--- config.mk ---
export PLATFORM = sky130hd
export DESIGN_NAME = stopwatch_top
export DESIGN_NICKNAME = d
export VERILOG_FILES = /design/src/design/stopwatch_pkg.sv /design/src/design/button_conditioner.sv /design/src/design/digit_scanner.sv /design/src/design/hms_counter.sv /design/src/design/stopwatch_top.sv
export SDC_FILE = /design/constraint.sdc
export NUM_CORES = 1
export LEC_CHECK = 0
export ABC_AREA = 1
export ABC_CLOCK_PERIOD_IN_PS = 2400
export BUFFER_PORTS_ARGS = -buffer_cell sky130_fd_sc_hd__clkbuf_2
export CAP_MARGIN = 5
export CORE_AREA = 2 2 104 106
export CTS_BUF_LIST = sky130_fd_sc_hd__clkbuf_8 sky130_fd_sc_hd__clkbuf_16
export CTS_CLUSTER_DIAMETER = 60
export CTS_CLUSTER_SIZE = 10
export DETAILED_ROUTE_END_ITERATION = 10
export DIE_AREA = 0 0 106 108
export HOLD_SLACK_MARGIN = 0.02
export PLACE_DENSITY = 0.8
export SYNTH_ARGS = -nofsm -noshare
export SYNTH_HDL_FRONTEND = slang
export SYNTH_SLANG_ARGS = --single-unit
--- constraint.sdc ---
create_clock -name clk -period 2.4 [get_ports clk]
set_input_delay 0.24 -clock clk [delete_from_list [all_inputs] [get_ports clk]]
set_output_delay 0.24 -clock clk [all_outputs]
set_load 0.05 [all_outputs]
--- src/design/stopwatch_pkg.sv ---
`default_nettype none

package stopwatch_pkg;

    // default rates for a 50 MHz board clock
    localparam int unsigned clocks_per_second = 32'd50_000_000;
    localparam int unsigned debounce_cycles   = 32'd1_000_000;
    localparam int unsigned scan_cycles       = 32'd50_000;
    localparam int unsigned num_digits        = 32'd6;

    typedef logic [3:0] bcd_t;

    // named view of the time word, hours in the top nibbles
    typedef struct packed {
        bcd_t hours_tens;
        bcd_t hours_units;
        bcd_t minutes_tens;
        bcd_t minutes_units;
        bcd_t seconds_tens;
        bcd_t seconds_units;
    } hms_t;

    // counter works on fields, scanner walks digits (0 = seconds units)
    typedef union packed {
        hms_t                      fields;
        bcd_t [num_digits - 1:0]   digits;
    } time_word_u;

    // segments g..a, a lit segment is driven low
    typedef logic [6:0] seg_t;

    localparam seg_t seg_table [16] = '{
        7'h40,  // 0
        7'h79,  // 1
        7'h24,  // 2
        7'h30,  // 3
        7'h19,  // 4
        7'h12,  // 5
        7'h02,  // 6
        7'h78,  // 7
        7'h00,  // 8
        7'h10,  // 9
        7'h7f, 7'h7f, 7'h7f,
        7'h7f, 7'h7f, 7'h7f
    };

endpackage

`default_nettype wire

--- src/design/button_conditioner.sv ---
`default_nettype none

module button_conditioner
    import stopwatch_pkg::*;
#(
    parameter int unsigned stable_cycles = debounce_cycles
) (
    input  logic clk,
    input  logic rst,
    input  logic start_n,
    output logic start_pulse
);

    localparam int unsigned cnt_w = $clog2(stable_cycles + 1);

    logic [1:0]       sync_q;
    logic             level_q;
    logic [cnt_w-1:0] stable_cnt;
    logic             accept;

    // released button reads high, so the chain resets to one
    always_ff @(posedge clk or negedge rst) begin
        if (!rst) begin
            sync_q <= 2'b11;
        end else begin
            sync_q <= {sync_q[0], start_n};
        end
    end

    // synchronized level has disagreed long enough
    assign accept = (sync_q[1] != level_q) && (stable_cnt == cnt_w'(stable_cycles - 1));

    always_ff @(posedge clk or negedge rst) begin
        if (!rst) begin
            stable_cnt <= '0;
            level_q    <= 1'b1;
        end else if (sync_q[1] == level_q) begin
            // any agreement restarts the count, so short glitches die here
            stable_cnt <= '0;
        end else if (accept) begin
            stable_cnt <= '0;
            level_q    <= sync_q[1];
        end else begin
            stable_cnt <= stable_cnt + 1'b1;
        end
    end

    // one cycle request when the debounced level goes low
    always_ff @(posedge clk or negedge rst) begin
        if (!rst) begin
            start_pulse <= 1'b0;
        end else begin
            start_pulse <= accept && !sync_q[1];
        end
    end

endmodule

`default_nettype wire

--- src/design/digit_scanner.sv ---
`default_nettype none

module digit_scanner
    import stopwatch_pkg::*;
#(
    parameter int unsigned dwell_cycles = scan_cycles
) (
    input  logic                  clk,
    input  logic                  rst,
    input  time_word_u            time_value,
    output seg_t                  seg,
    output logic [num_digits-1:0] digit_sel
);

    localparam int unsigned dwell_w = $clog2(dwell_cycles + 1);
    localparam int unsigned idx_w   = $clog2(num_digits);

    logic [dwell_w-1:0] dwell_cnt;
    logic               dwell_done;
    logic [idx_w-1:0]   idx;
    logic [idx_w-1:0]   next_idx;
    bcd_t               next_digit;

    assign dwell_done = (dwell_cnt == dwell_w'(dwell_cycles - 1));

    // index of the digit that is shown after this edge
    always_comb begin
        if (!dwell_done) begin
            next_idx = idx;
        end else if (idx == idx_w'(num_digits - 1)) begin
            next_idx = '0;
        end else begin
            next_idx = idx + 1'b1;
        end
    end

    assign next_digit = time_value.digits[next_idx];

    always_ff @(posedge clk or negedge rst) begin
        if (!rst) begin
            dwell_cnt <= '0;
        end else if (dwell_done) begin
            dwell_cnt <= '0;
        end else begin
            dwell_cnt <= dwell_cnt + 1'b1;
        end
    end

    always_ff @(posedge clk or negedge rst) begin
        if (!rst) begin
            idx <= '0;
        end else begin
            idx <= next_idx;
        end
    end

    // select and pattern move together every cycle,
    // so the segments follow time changes within a dwell
    always_ff @(posedge clk or negedge rst) begin
        if (!rst) begin
            digit_sel <= ~num_digits'(1);
            seg       <= seg_table[0];
        end else begin
            digit_sel <= ~(num_digits'(1) << next_idx);
            seg       <= seg_table[next_digit];
        end
    end

endmodule

`default_nettype wire

--- src/design/hms_counter.sv ---
`default_nettype none

module hms_counter
    import stopwatch_pkg::*;
#(
    parameter int unsigned tick_cycles = clocks_per_second
) (
    input  logic       clk,
    input  logic       rst,
    input  logic       start_pulse,
    output time_word_u time_value,
    output logic       running
);

    localparam int unsigned presc_w = $clog2(tick_cycles + 1);

    logic [presc_w-1:0] presc;
    logic               tick;

    // carry in bit 4, digit in bits 3:0
    logic [4:0] s_u;
    logic [4:0] s_t;
    logic [4:0] m_u;
    logic [4:0] m_t;
    logic [4:0] h_u;
    logic [4:0] h_t;
    hms_t       next_fields;
    logic       rollover;

    // add carry to one digit, wrapping to zero past its top value
    function automatic logic [4:0] bcd_inc(input bcd_t d, input bcd_t top, input logic cin);
        logic [4:0] result;
        if (!cin) begin
            result = {1'b0, d};
        end else if (d == top) begin
            result = {1'b1, 4'd0};
        end else begin
            result = {1'b0, d + 4'd1};
        end
        return result;
    endfunction

    // free running one second prescaler
    assign tick = (presc == presc_w'(tick_cycles - 1));

    always_ff @(posedge clk or negedge rst) begin
        if (!rst) begin
            presc <= '0;
        end else if (tick) begin
            presc <= '0;
        end else begin
            presc <= presc + 1'b1;
        end
    end

    // ripple from seconds units up to hours tens
    always_comb begin
        s_u = bcd_inc(time_value.fields.seconds_units, 4'd9, 1'b1);
        s_t = bcd_inc(time_value.fields.seconds_tens,  4'd5, s_u[4]);
        m_u = bcd_inc(time_value.fields.minutes_units, 4'd9, s_t[4]);
        m_t = bcd_inc(time_value.fields.minutes_tens,  4'd5, m_u[4]);
        h_u = bcd_inc(time_value.fields.hours_units,   4'd9, m_t[4]);
        h_t = bcd_inc(time_value.fields.hours_tens,    4'd9, h_u[4]);

        next_fields.seconds_units = s_u[3:0];
        next_fields.seconds_tens  = s_t[3:0];
        next_fields.minutes_units = m_u[3:0];
        next_fields.minutes_tens  = m_t[3:0];
        next_fields.hours_units   = h_u[3:0];
        next_fields.hours_tens    = h_t[3:0];

        // carry out of the top digit means 99:59:59 just passed
        rollover = h_t[4];
    end

    always_ff @(posedge clk or negedge rst) begin
        if (!rst) begin
            running    <= 1'b0;
            time_value <= '0;
        end else if (running && tick) begin
            time_value.fields <= next_fields;
            if (rollover) begin
                running <= 1'b0;
            end
        end else if (start_pulse) begin
            // already running means this changes nothing
            running <= 1'b1;
        end
    end

endmodule

`default_nettype wire

--- src/design/stopwatch_top.sv ---
`default_nettype none

module stopwatch_top
    import stopwatch_pkg::*;
#(
    parameter int unsigned tick_cycles   = clocks_per_second,
    parameter int unsigned stable_cycles = debounce_cycles,
    parameter int unsigned dwell_cycles  = scan_cycles
) (
    input  logic                  clk,
    input  logic                  rst,
    input  logic                  start_n,
    output time_word_u            time_value,
    output logic                  running,
    output seg_t                  seg,
    output logic [num_digits-1:0] digit_sel
);

    // clean start request from the raw button
    logic start_pulse;

    button_conditioner #(
        .stable_cycles (stable_cycles)
    ) u_button (
        .clk         (clk),
        .rst         (rst),
        .start_n     (start_n),
        .start_pulse (start_pulse)
    );

    hms_counter #(
        .tick_cycles (tick_cycles)
    ) u_counter (
        .clk         (clk),
        .rst         (rst),
        .start_pulse (start_pulse),
        .time_value  (time_value),
        .running     (running)
    );

    // display reads the same time word the counter drives out
    digit_scanner #(
        .dwell_cycles (dwell_cycles)
    ) u_scanner (
        .clk        (clk),
        .rst        (rst),
        .time_value (time_value),
        .seg        (seg),
        .digit_sel  (digit_sel)
    );

endmodule

`default_nettype wire

# After elaboration in Yosys (flattened, before gate mapping)
# Memory sizes are Yosys's and may differ from the RTL's. A register that Yosys moved wholly into a read port is not among the register bits.
# Cells that the tools add are included.
[op_classes]
n_lt_le_gt_ge = 1
n_eq_ne = 13
n_reduce_logical = 13
add_sub_neg = 10
muxes = 22
n_bitwise = 3
shift = 1
[ops]
columns = ["cell", "count"]
rows = [
  ["5-bit two-way mux", 11],
  ["20-bit two-way mux", 2],
  ["26-bit by 1-bit adder with 26-bit output, second input constant", 1],
  ["26-bit == test, second input constant", 1],
  ["26-bit two-way mux", 1],
  ["4-bit by 1-bit adder with 4-bit output, second input constant", 6],
  ["20-bit by 1-bit adder with 20-bit output, second input constant", 1],
  ["20-bit == test, second input constant", 1],
  ["16-bit by 1-bit adder with 16-bit output, second input constant", 1],
  ["16-bit == test, second input constant", 1],
  ["4-bit == test, second input constant", 4],
  ["16-bit two-way mux", 1],
  ["2-bit AND reduction", 7],
  ["4-bit binary-select mux with 3-bit select", 1],
  ["4-bit by 3-bit == test with 1-bit output, second input constant", 2],
  ["3-bit two-way mux", 2],
  ["6-bit NOT", 1],
  ["1-bit by 3-bit << shifter with 6-bit output, first input constant", 1],
  ["4-bit NOT with 5-bit output", 1],
  ["3-bit by 4-bit < comparator with 1-bit output, second input constant", 1],
  ["4-bit two-way mux", 1],
  ["3-bit by 1-bit adder with 3-bit output, second input constant", 1],
  ["3-bit == test, second input constant", 1],
  ["1-bit logical AND", 3],
  ["other kinds (7)", 10],
]
[totals]
register_bits = 100
inputBits = 3
mem_count = 1
mem_bits_ro = 112
elab_cells = 79
out_inout_bits = 38
[mem_list]
columns = ["memory", "depth", "width", "read_ports", "rd_clocked_by_memory_dff", "wr", "line_no", "text"]
rows = [
  ["(name not given)", 16, 7, 1, 1, 0, "digit_scanner.sv:65", "seg <= seg_table[next_digit];"],
]

# Longest topological paths before layout
# Gate-level depths: netlist of run 1.
[depth]
word_depth = 9
ltp_mapped = 20
depth_no_buf = 20

# Cells and area by module
# A second synthesis of run 1 with hierarchy kept.
[hier_totals]
cells_unflattened = 836
area_unflattened_um2 = 6243.5
[modules_own_cells]
columns = ["module", "cells_per_inst", "seq_area_each_um2", "area_per_inst_um2", "instances"]
rows = [
  ["hms_counter", 410, 1276.2, 2986.6, 1],
  ["digit_scanner", 260, 808.3, 1961.9, 1],
  ["button_conditioner", 166, 604.3, 1295.0, 1],
]

# Worst setup path before layout of run 1
# OpenSTA, ideal clock, no wires.
[synth_path]
kind = "reg-to-reg"
startpoint = "register u_scanner.dwell_cnt[0]"
endpoint = "register u_scanner.seg[3]"
arrival_time_ns = 2.080
setup_ns = 0.116
path_buffers = 0
stages_incl_launch_ff = 19
required_time_ns = 2.284
synth_period_minus_slack_ns = 2.196
setup_slack_ns = 0.204
path_cell_list = "dfrtp_1 ha_1 nand3_2 nor2_4 nand2_4 nand2_4 nand2_4 nand2_2 inv_2 nand2_1 nand3_2 nand2_4 inv_1 ha_1 nand3_1 nand2_1 clkinv_1 nand2_1 nand2_1"
[synth_via]
elab_chain_cells = 5
[synth_lines]
columns = ["element", "line_no", "text"]
rows = [
  ["from (decl)", "digit_scanner.sv:18", "logic [dwell_w-1:0] dwell_cnt;"],
  ["from (signal assigned)", "digit_scanner.sv:45", "dwell_cnt <= dwell_cnt + 1'b1;"],
  ["16-bit == test", "digit_scanner.sv:24", "assign dwell_done = (dwell_cnt == dwell_w'(dwell_cycles - 1));"],
  ["3-bit two-way mux", "digit_scanner.sv:28", "if (!dwell_done) begin"],
  ["4-bit binary-select mux with 3-bit select", "digit_scanner.sv:37", "assign next_digit = time_value.digits[next_idx];"],
  ["4-bit two-way mux (implied by the code)", "digit_scanner.sv:37", ""],
  ["4-bit NOT with 5-bit output (implied by the code)", "digit_scanner.sv:65", ""],
  ["to (decl)", "digit_scanner.sv:11", "output seg_t seg,"],
]
# No other way between the ends. The select of a mux whose other input is x is not followed.
# A chain may end at the register's enable or synchronous reset.

# Worst setup path in the final report of run 1
# Ends and elaborated chain as after synthesis.

==> run summary, run 1 <==
CP Max Fanout: 7
Max Slew Vio Count: 0
Slew at the pin closest to its max-slew limit: 0.3848 ns
Routability congestion estimate: 0.9030
Type of the worst min-delay path: in -> async
Cell Area, Synth: 0.005588 mm²
CP required: 2.67 ns
Worst r2r path cells: 18
Clock Tree Buf Depth: 2
Ys flop type: dfrtp_1
Vias in the first global route: 4661
Ratio of cells with drive above 1 in the final layout: 18.73%
Largest net degree at the start of global routing: 71
Die X: 106 µm
Chip height: 108 µm
DRC: 0
RR Endpoint: u_scanner.seg[3]
Worst EP arrival: 2.57 ns
TritonCTS Buffers: 9
Worst Setup Start Kind: register
Flops & latches, synth: 107
Global-route wire length before repair: 19.95 mm
Reg2reg start: u_scanner.dwell_cnt[0]
Pwr per Cell Area: 477.3 mW/mm²
Peak supply drop: 0.0003653 V
Reg2Reg Setup Slack: 0.11 ns
TritonCTS Sinks: 107
Nets: 760
CTS tree: built
Layout area overhead: 13.57%
Status: complete, no violations
# fillers: 884
Final setup violation count: 0
Critical path origin: u_scanner.dwell_cnt[0]
CP max-delay cell: dfrtp_1
Worst Path Buf+Inv: 3
Synth top area share: 43.89%
Post-route setup TNS: 0 ns
Crit-path cells: ha_4 -> nand3_4 -> nor2_4 -> nand2_4 -> nand2_1 -> nand2_2 -> nand2_2 -> inv_2 -> nand2_1 -> nand3_2 -> nand2_4 -> inv_1 -> ha_1 -> nand3_1 -> nand2_1 -> inv_2 -> nand2_1 -> nand2_1
Synth Warn #: 0
Count of port buffers added during placement: 40
Biggest area consumer among synthesized cells: dfrtp_1
Count leader, synth: nand2_1
DPL Wire Length: 8.800 mm
Syn Inst Count: 687
CTS clk-pin slew, worst paths: 0.11 ns
Via-per-instance ratio: 5.300
Leakage: 3.205 nW
Most Crowded Layer GR: met2
H-tree lvl count: 3
Starting density of the core: 54.62%
Synth top area cells: dfrtp_1 44%, nand2_1 9.0%, inv_1 6.6%
# diodes: 0
Critical Path Stages: 18
Die area: 0.01145 mm²
Met3 GRT Util: 3.918%
Clk_skew: 0.01324 ns
CP most frequent cell: nand2_1
Io pins: 41
Grt met1 use: 26.78%
Fmax: 0.4359 GHz
Drt first pass iters: 4
Seq/Total Area, Yosys: 48.12%
Initial antenna violation count: 0
Syn_area_per_cell: 8.134 µm²
Post-synth EDFFs: 0
Cell Rows: 37
Setup crit end: u_scanner.seg[3]
Final Util: 62.03%
CP endpoint kind: register
Cell Area, Placed: 0.006033 mm²
Crit Path Category: reg -> reg
Via Count: 4738
Clk Latency, worst-skew pair: 0.37 ns
Core Area: 0.01023 mm²
Count of cell types in the netlist: 39
Asr flop ratio synth: 100.0%
Max cap viols: 0
Slew HR: 74.35%
Iter 0 DRT Violations: 327
Post-Syn Nets: 694
ANT nets after route: 0
All-Layer GR Usage: 21.45%
Min Tclk post-route: 2.294 ns
Slowest stage delay, CP: 0.43 ns
Tcrit/Tclk final: 95.59%
WL/cell: 13.26 µm
CTS root buf: clkbuf_8
Final wirelength: 11.86 mm
Cell area after layout: 0.006346 mm²
GR Util met2: 38.11%
Hold Vio Cnt, Final: 0
Synth top cells by count: 134 x nand2_1, 98 x dfrtp_1, 98 x inv_1
Crit-path leading delay family: simple AND/OR/NAND/NOR gates
GRT overflow: 0
where the power goes:
part	total, mW	internal (mW)	switching (mW)
clock	1.16	0.523	0.632
combinational	0.0607	0.0151	0.0456
sequential	1.81	1.81	0.00386
total	3.03	2.35	0.682
repair_timing:
item / in CTS / in global routing
setup buffers: 0 / 5
pin swaps: 1 / 5
endpoints found under the hold margin: 99 / 0
hold buffers: 2 / 0
resized for setup: 1 / 12
setup endpoints to repair: 2 / 4
cell type report:
class                           instances  area (µm²)  share of cell area [%]
Sequential cell                       107        2691                   42.41
Tap cell                              136       170.2                   2.681
Clock buffer                           10       137.6                   2.169
Inverter                              110       415.4                   6.546
Clock inverter                          6       70.07                   1.104
Timing Repair Buffer                   55       332.8                   5.244
Multi-Input combinational cell        470        2529                   39.85
how the worst min path moves through the flow:
stage,startpoint,end,slack [ns],cells past startpoint
after global placement,rst,u_counter.presc[20],0.08,1
after detailed placement,rst,u_counter.presc[21],0.08,1
after floorplan,rst,u_button.stable_cnt[0],-0.06,0
after CTS,rst,u_counter.presc[21],0.22,2
final,rst,u_counter.presc[20],0.23,2
after global routing,rst,u_counter.presc[20],0.23,2
metrics by stage:
step,total power [mW],cells,worst slack (ns),hold WS (ns)
finish,3.029,894,0.1058,0.2266
detailed placement,1.909,871,-0.004128,0.08450
global route,3.137,894,-0.05792,0.2296
global placement,1.907,871,0.09621,0.08232
CTS,3.061,889,0.02802,0.2226
floorplan,1.860,687,0.2039,-0.05559
kinds of logic (layout without fill, tap and decap cells):
| family | count (synthesis) | in the layout | share of synthesized area, % |
|---|---|---|---|
| and+or+nand+nor | 360 | 360 | 31.33 |
| buffers and inverters | 110 | 181 | 7.389 |
| DFF | 107 | 107 | 48.12 |
| AOI/OAI and AO/OA | 72 | 72 | 6.875 |
| xor gates and xnor gates | 32 | 32 | 5.016 |
| adders and majority gates | 4 | 4 | 0.8957 |
| muxes | 2 | 2 | 0.3806 |
cells in the final DEF (no fill, tap or decap), types with 2 or more instances in the layout:
cell / netlist / final
inv_2: 10 / 10
ha_1: 4 / 3
a21oi_1: 22 / 22
nand2_2: 9 / 10
nor3_1: 17 / 17
clkbuf_8: 0 / 10
buf_4: 0 / 13
o21ai_0: 43 / 43
inv_6: 0 / 3
nor2_2: 10 / 11
nor2_1: 87 / 85
o22ai_1: 2 / 2
inv_1: 98 / 98
dfrtp_2: 0 / 2
dfstp_2: 9 / 9
nor2_4: 4 / 5
xor2_1: 28 / 28
dlygate4sd3_1: 0 / 2
nor3_4: 2 / 2
nand2_4: 7 / 7
nand2_1: 134 / 133
nor4_1: 3 / 3
dfrtp_1: 98 / 96
clkbuf_2: 0 / 39
nand4_1: 14 / 14
nand3_2: 5 / 6
nand3_1: 57 / 55
xnor2_1: 4 / 4
nor3b_1: 3 / 3
metal layers:
layer  share of wire, %  vias to the layer above
met4                1.2                        0
met2                 50                       90
li1                   -                     2333
met1                 45                     2298
met3                4.1                       17
met5                  0                        -
state kept, by name, indices dropped and copies added, names as in the netlist:
register and count:
u_counter.presc 26, u_counter.time_value 24, u_button.stable_cnt 20, u_scanner.dwell_cnt 16
u_scanner.seg 7, u_scanner.digit_sel 6, u_scanner.idx 3, u_button.sync_q 2
u_button.level_q 1, u_button.start_pulse 1, u_counter.running 1
Note: power is estimated with default switching activity, not from simulation.
==> run 2: changes to the inputs <==
--- a/config.mk
+++ b/config.mk
@@ -6,7 +6,7 @@
 export NUM_CORES = 1
 export LEC_CHECK = 0
 export ABC_AREA = 1
-export ABC_CLOCK_PERIOD_IN_PS = 2400
+export ABC_CLOCK_PERIOD_IN_PS = 2050
 export BUFFER_PORTS_ARGS = -buffer_cell sky130_fd_sc_hd__clkbuf_2
 export CAP_MARGIN = 5
 export CORE_AREA = 2 2 104 106
@@ -16,7 +16,7 @@
 export DETAILED_ROUTE_END_ITERATION = 10
 export DIE_AREA = 0 0 106 108
 export HOLD_SLACK_MARGIN = 0.02
-export PLACE_DENSITY = 0.8
+export PLACE_DENSITY = 0.83
 export SYNTH_ARGS = -nofsm -noshare
 export SYNTH_HDL_FRONTEND = slang
 export SYNTH_SLANG_ARGS = --single-unit
==> constraint.sdc (replaced) <==
create_clock -name clk -period 2.05 [get_ports clk]
set_input_delay 0.205 -clock clk [delete_from_list [all_inputs] [get_ports clk]]
set_output_delay 0.205 -clock clk [all_outputs]
set_load 0.05 [all_outputs]
==> run 2 against run 1 <==
Net effect: the flow now finishes with violations (setup timing); fmax increased by 3.2%; first-iteration DRC count up 10%; worst hold slack improved by 0.10 ns; via count rose by 7.5%; clock power up 5%; total power is 13% higher; clock-buffer cell count fell by 1; combinational power rose by 23%; core utilization increased by 6.8 points; register-to-register slack lost 0.28 ns; non-clock buffer count increased by 57; critical path type unchanged; critical endpoint unchanged; highest routed layer unchanged.
==> run summary, run 2 (synthesis gave the netlist of run 1 again) <==
Status: finished with violations
Failing checks: setup timing
Global-route wire length before repair: 20.98 mm (+5.2%)
Peak supply drop: 0.0005061 V (+39%)
H-tree lvl count: 3 (unchanged)
Max Slew Vio Count: 0 (unchanged)
Number of non-filler instances in the completed layout: 951 (+6.4%)
Slew at the pin closest to its max-slew limit: 0.5631 ns (+0.1783 ns)
CP required: 2.34 ns (-0.33 ns)
Clk Latency, worst-skew pair: 0.40 ns (+0.03 ns)
Iter 0 DRT Violations: 360 (+10%)
Nets: 817 (+7.5%)
Total power draw: 3.413 mW (+13%)
Drt first pass iters: 7 (+3)
ANT nets after route: 0 (unchanged)
Hold Vio Cnt, Final: 0 (unchanged)
Chip height: 108 µm (unchanged)
CP endpoint kind: register
Worst r2r path cells: 17 (-1)
Max reg flops: 26 (unchanged)
Fin worst setup slack: -0.1736 ns (-0.2795 ns)
Pwr per Cell Area: 485.0 mW/mm² (+1.6%)
CTS clk-pin slew, worst paths: 0.10 ns (about the same)
Reg2Reg Setup Slack: -0.17 ns (-0.28 ns)
Clk_skew: 0.01418 ns (+0.0009368 ns)
Most frequent cells in the layout: 119 x nand2_1, 95 x dfrtp_1, 93 x inv_1
CTS tree: built
Slew HR: 62.46% (-12 points)
Tcrit/Tclk final: 108.5% (+13 points)
Final Util: 68.78% (+6.8 points)
Largest net degree at the start of global routing: 42 (-41%)
Type of the worst min-delay path: in -> async
Io pins: 41 (unchanged)
Via Count: 5095 (+7.5%)
Min Tclk post-route: 2.224 ns (-0.07055 ns)
Starting density of the core: 54.62% (unchanged)
RSZ-0062 raised after global routing: yes
Worst hold slack: 0.3297 ns (+0.1031 ns)
GRT overflow: 0 (unchanged)
Clock Tree Buf Depth: 2 (unchanged)
Final setup violation count: 8 (+8)
Count of port buffers added during placement: 40 (unchanged)
Via-per-instance ratio: 5.358 (+1.1%)
All-Layer GR Usage: 22.84% (+1.4 points)
WL/cell: 14.18 µm (+6.9%)
Core Area: 0.01023 mm² (unchanged)
Reg2reg start: u_scanner.dwell_cnt[1]
Layout area overhead: 25.93%
Fmax: 0.4497 GHz (+3.2%)
Max cap viols: 0 (unchanged)
Die X: 106 µm (unchanged)
DRC: 0 (unchanged)
# diodes: 0 (unchanged)
Largest register by flop count: u_counter.presc
Cells after DPL: 910 (+4.5%)
Commonest non-fill, non-tap cell in the layout: nand2_1
Ratio of cells with drive above 1 in the final layout: 30.43% (+12 points)
Cell Rows: 37 (unchanged)
Leakage: 3.525 nW (+10%)
Final wirelength: 13.48 mm (+14%)
CP Max Fanout: 4 (-3)
TritonCTS Buffers: 9 (unchanged)
Worst EP arrival: 2.51 ns (-0.06 ns)
Crit Path Category: reg -> reg
Initial antenna violation count: 0 (unchanged)
Post-route setup TNS: -0.8176 ns (-0.8176 ns)
CTS root buf: clkbuf_8
Worst Setup Start Kind: register
DPL Wire Length: 9.110 mm (+3.5%)
RR Endpoint: u_scanner.seg[3]
Routability congestion estimate: 0.8774 (-2.8%)
Vias in the first global route: 4769 (+2.3%)
Top Registers: u_counter.presc (26), u_counter.time_value (24), u_button.stable_cnt (20)
TritonCTS Sinks: 107 (unchanged)
Die area: 0.01145 mm² (unchanged)
## run 2: changes by cell type in the layout (fill, tap and decap cells not counted), sizes merged
cell | previous run | this run
buf | 14 | 71
clkbuf | 49 | 48
clkinv | 3 | 5
bufinv | 1 | 0
## run 2: final cells by class
type / count / area, µm²
Timing Repair Buffer: 112 / 768.2
Fill cell: 706 / 3194
Clock inverter: 7 / 50.05
Multi-Input combinational cell: 470 / 2808
Inverter: 110 / 424.2
Sequential cell: 107 / 2693
Tap cell: 136 / 170.2
Clock buffer: 9 / 123.9
## run 2: power by group
part	leakage (nW)	switching, mW	total [mW]	internal [mW]
logic	2.00	0.0551	0.0744	0.0192
registers	1.43	0.00483	2.12	2.12
clock network	0.0942	0.765	1.22	0.451
total	3.52	0.825	3.41	2.59
## run 2: worst max path at each step
stage | startpoint | to | slack (ns) | cells past startpoint
finish | u_scanner.dwell_cnt[1] | u_scanner.seg[3] | -0.17 | 17
global route | u_scanner.dwell_cnt[1] | u_scanner.seg[3] | -0.30 | 17
CTS | u_scanner.dwell_cnt[0] | u_scanner.seg[3] | -0.12 | 18
detailed placement | u_scanner.dwell_cnt[5] | u_scanner.seg[3] | -0.16 | 18
global placement | u_scanner.dwell_cnt[5] | u_scanner.seg[3] | -0.03 | 16
floorplan | u_scanner.dwell_cnt[5] | u_scanner.seg[3] | -0.05 | 18
## run 2: routing by layer
metal | share of wire [%] | vias up | GRT usage (%)
met4 | 2.7 | 0 | 8.083
met1 | 40 | 2439 | 27.38
met5 | 0 | - | 0
met2 | 50 | 172 | 39.31
li1 | - | 2440 | -
met3 | 6.5 | 44 | 6.932
## run 2: critical path, cell delays in order, from the launching register on
cell and delay, ns:
dfrtp_1 0.41, ha_4 0.17, nand3_4 0.10, nor2_4 0.17, buf_4 0.14, nand3_2 0.08, nand2_2 0.10, nand2_1 0.08
nand3_2 0.10, nand3_2 0.11, nand2_4 0.09, inv_4 0.04, ha_4 0.26, nand3_4 0.08, nand2_4 0.07, inv_4 0.03
nand2_2 0.04, nand2_1 0.05
## run 2: through the flow
stage,worst slack (ns),area [µm²]
detailed placement,-0.1639,6372
global route,-0.3041,7037
global placement,-0.03221,6372
floorplan,-0.04551,5634
CTS,-0.1215,6660
finish,-0.1736,7037
## run 2: repair_timing
action,CTS,global route
endpoints found under the setup margin,7,44
gates resized for setup,14,66
buffers inserted,8,18
hold buffers,2,0
hold endpoints to repair,35,0
pin swaps,8,26
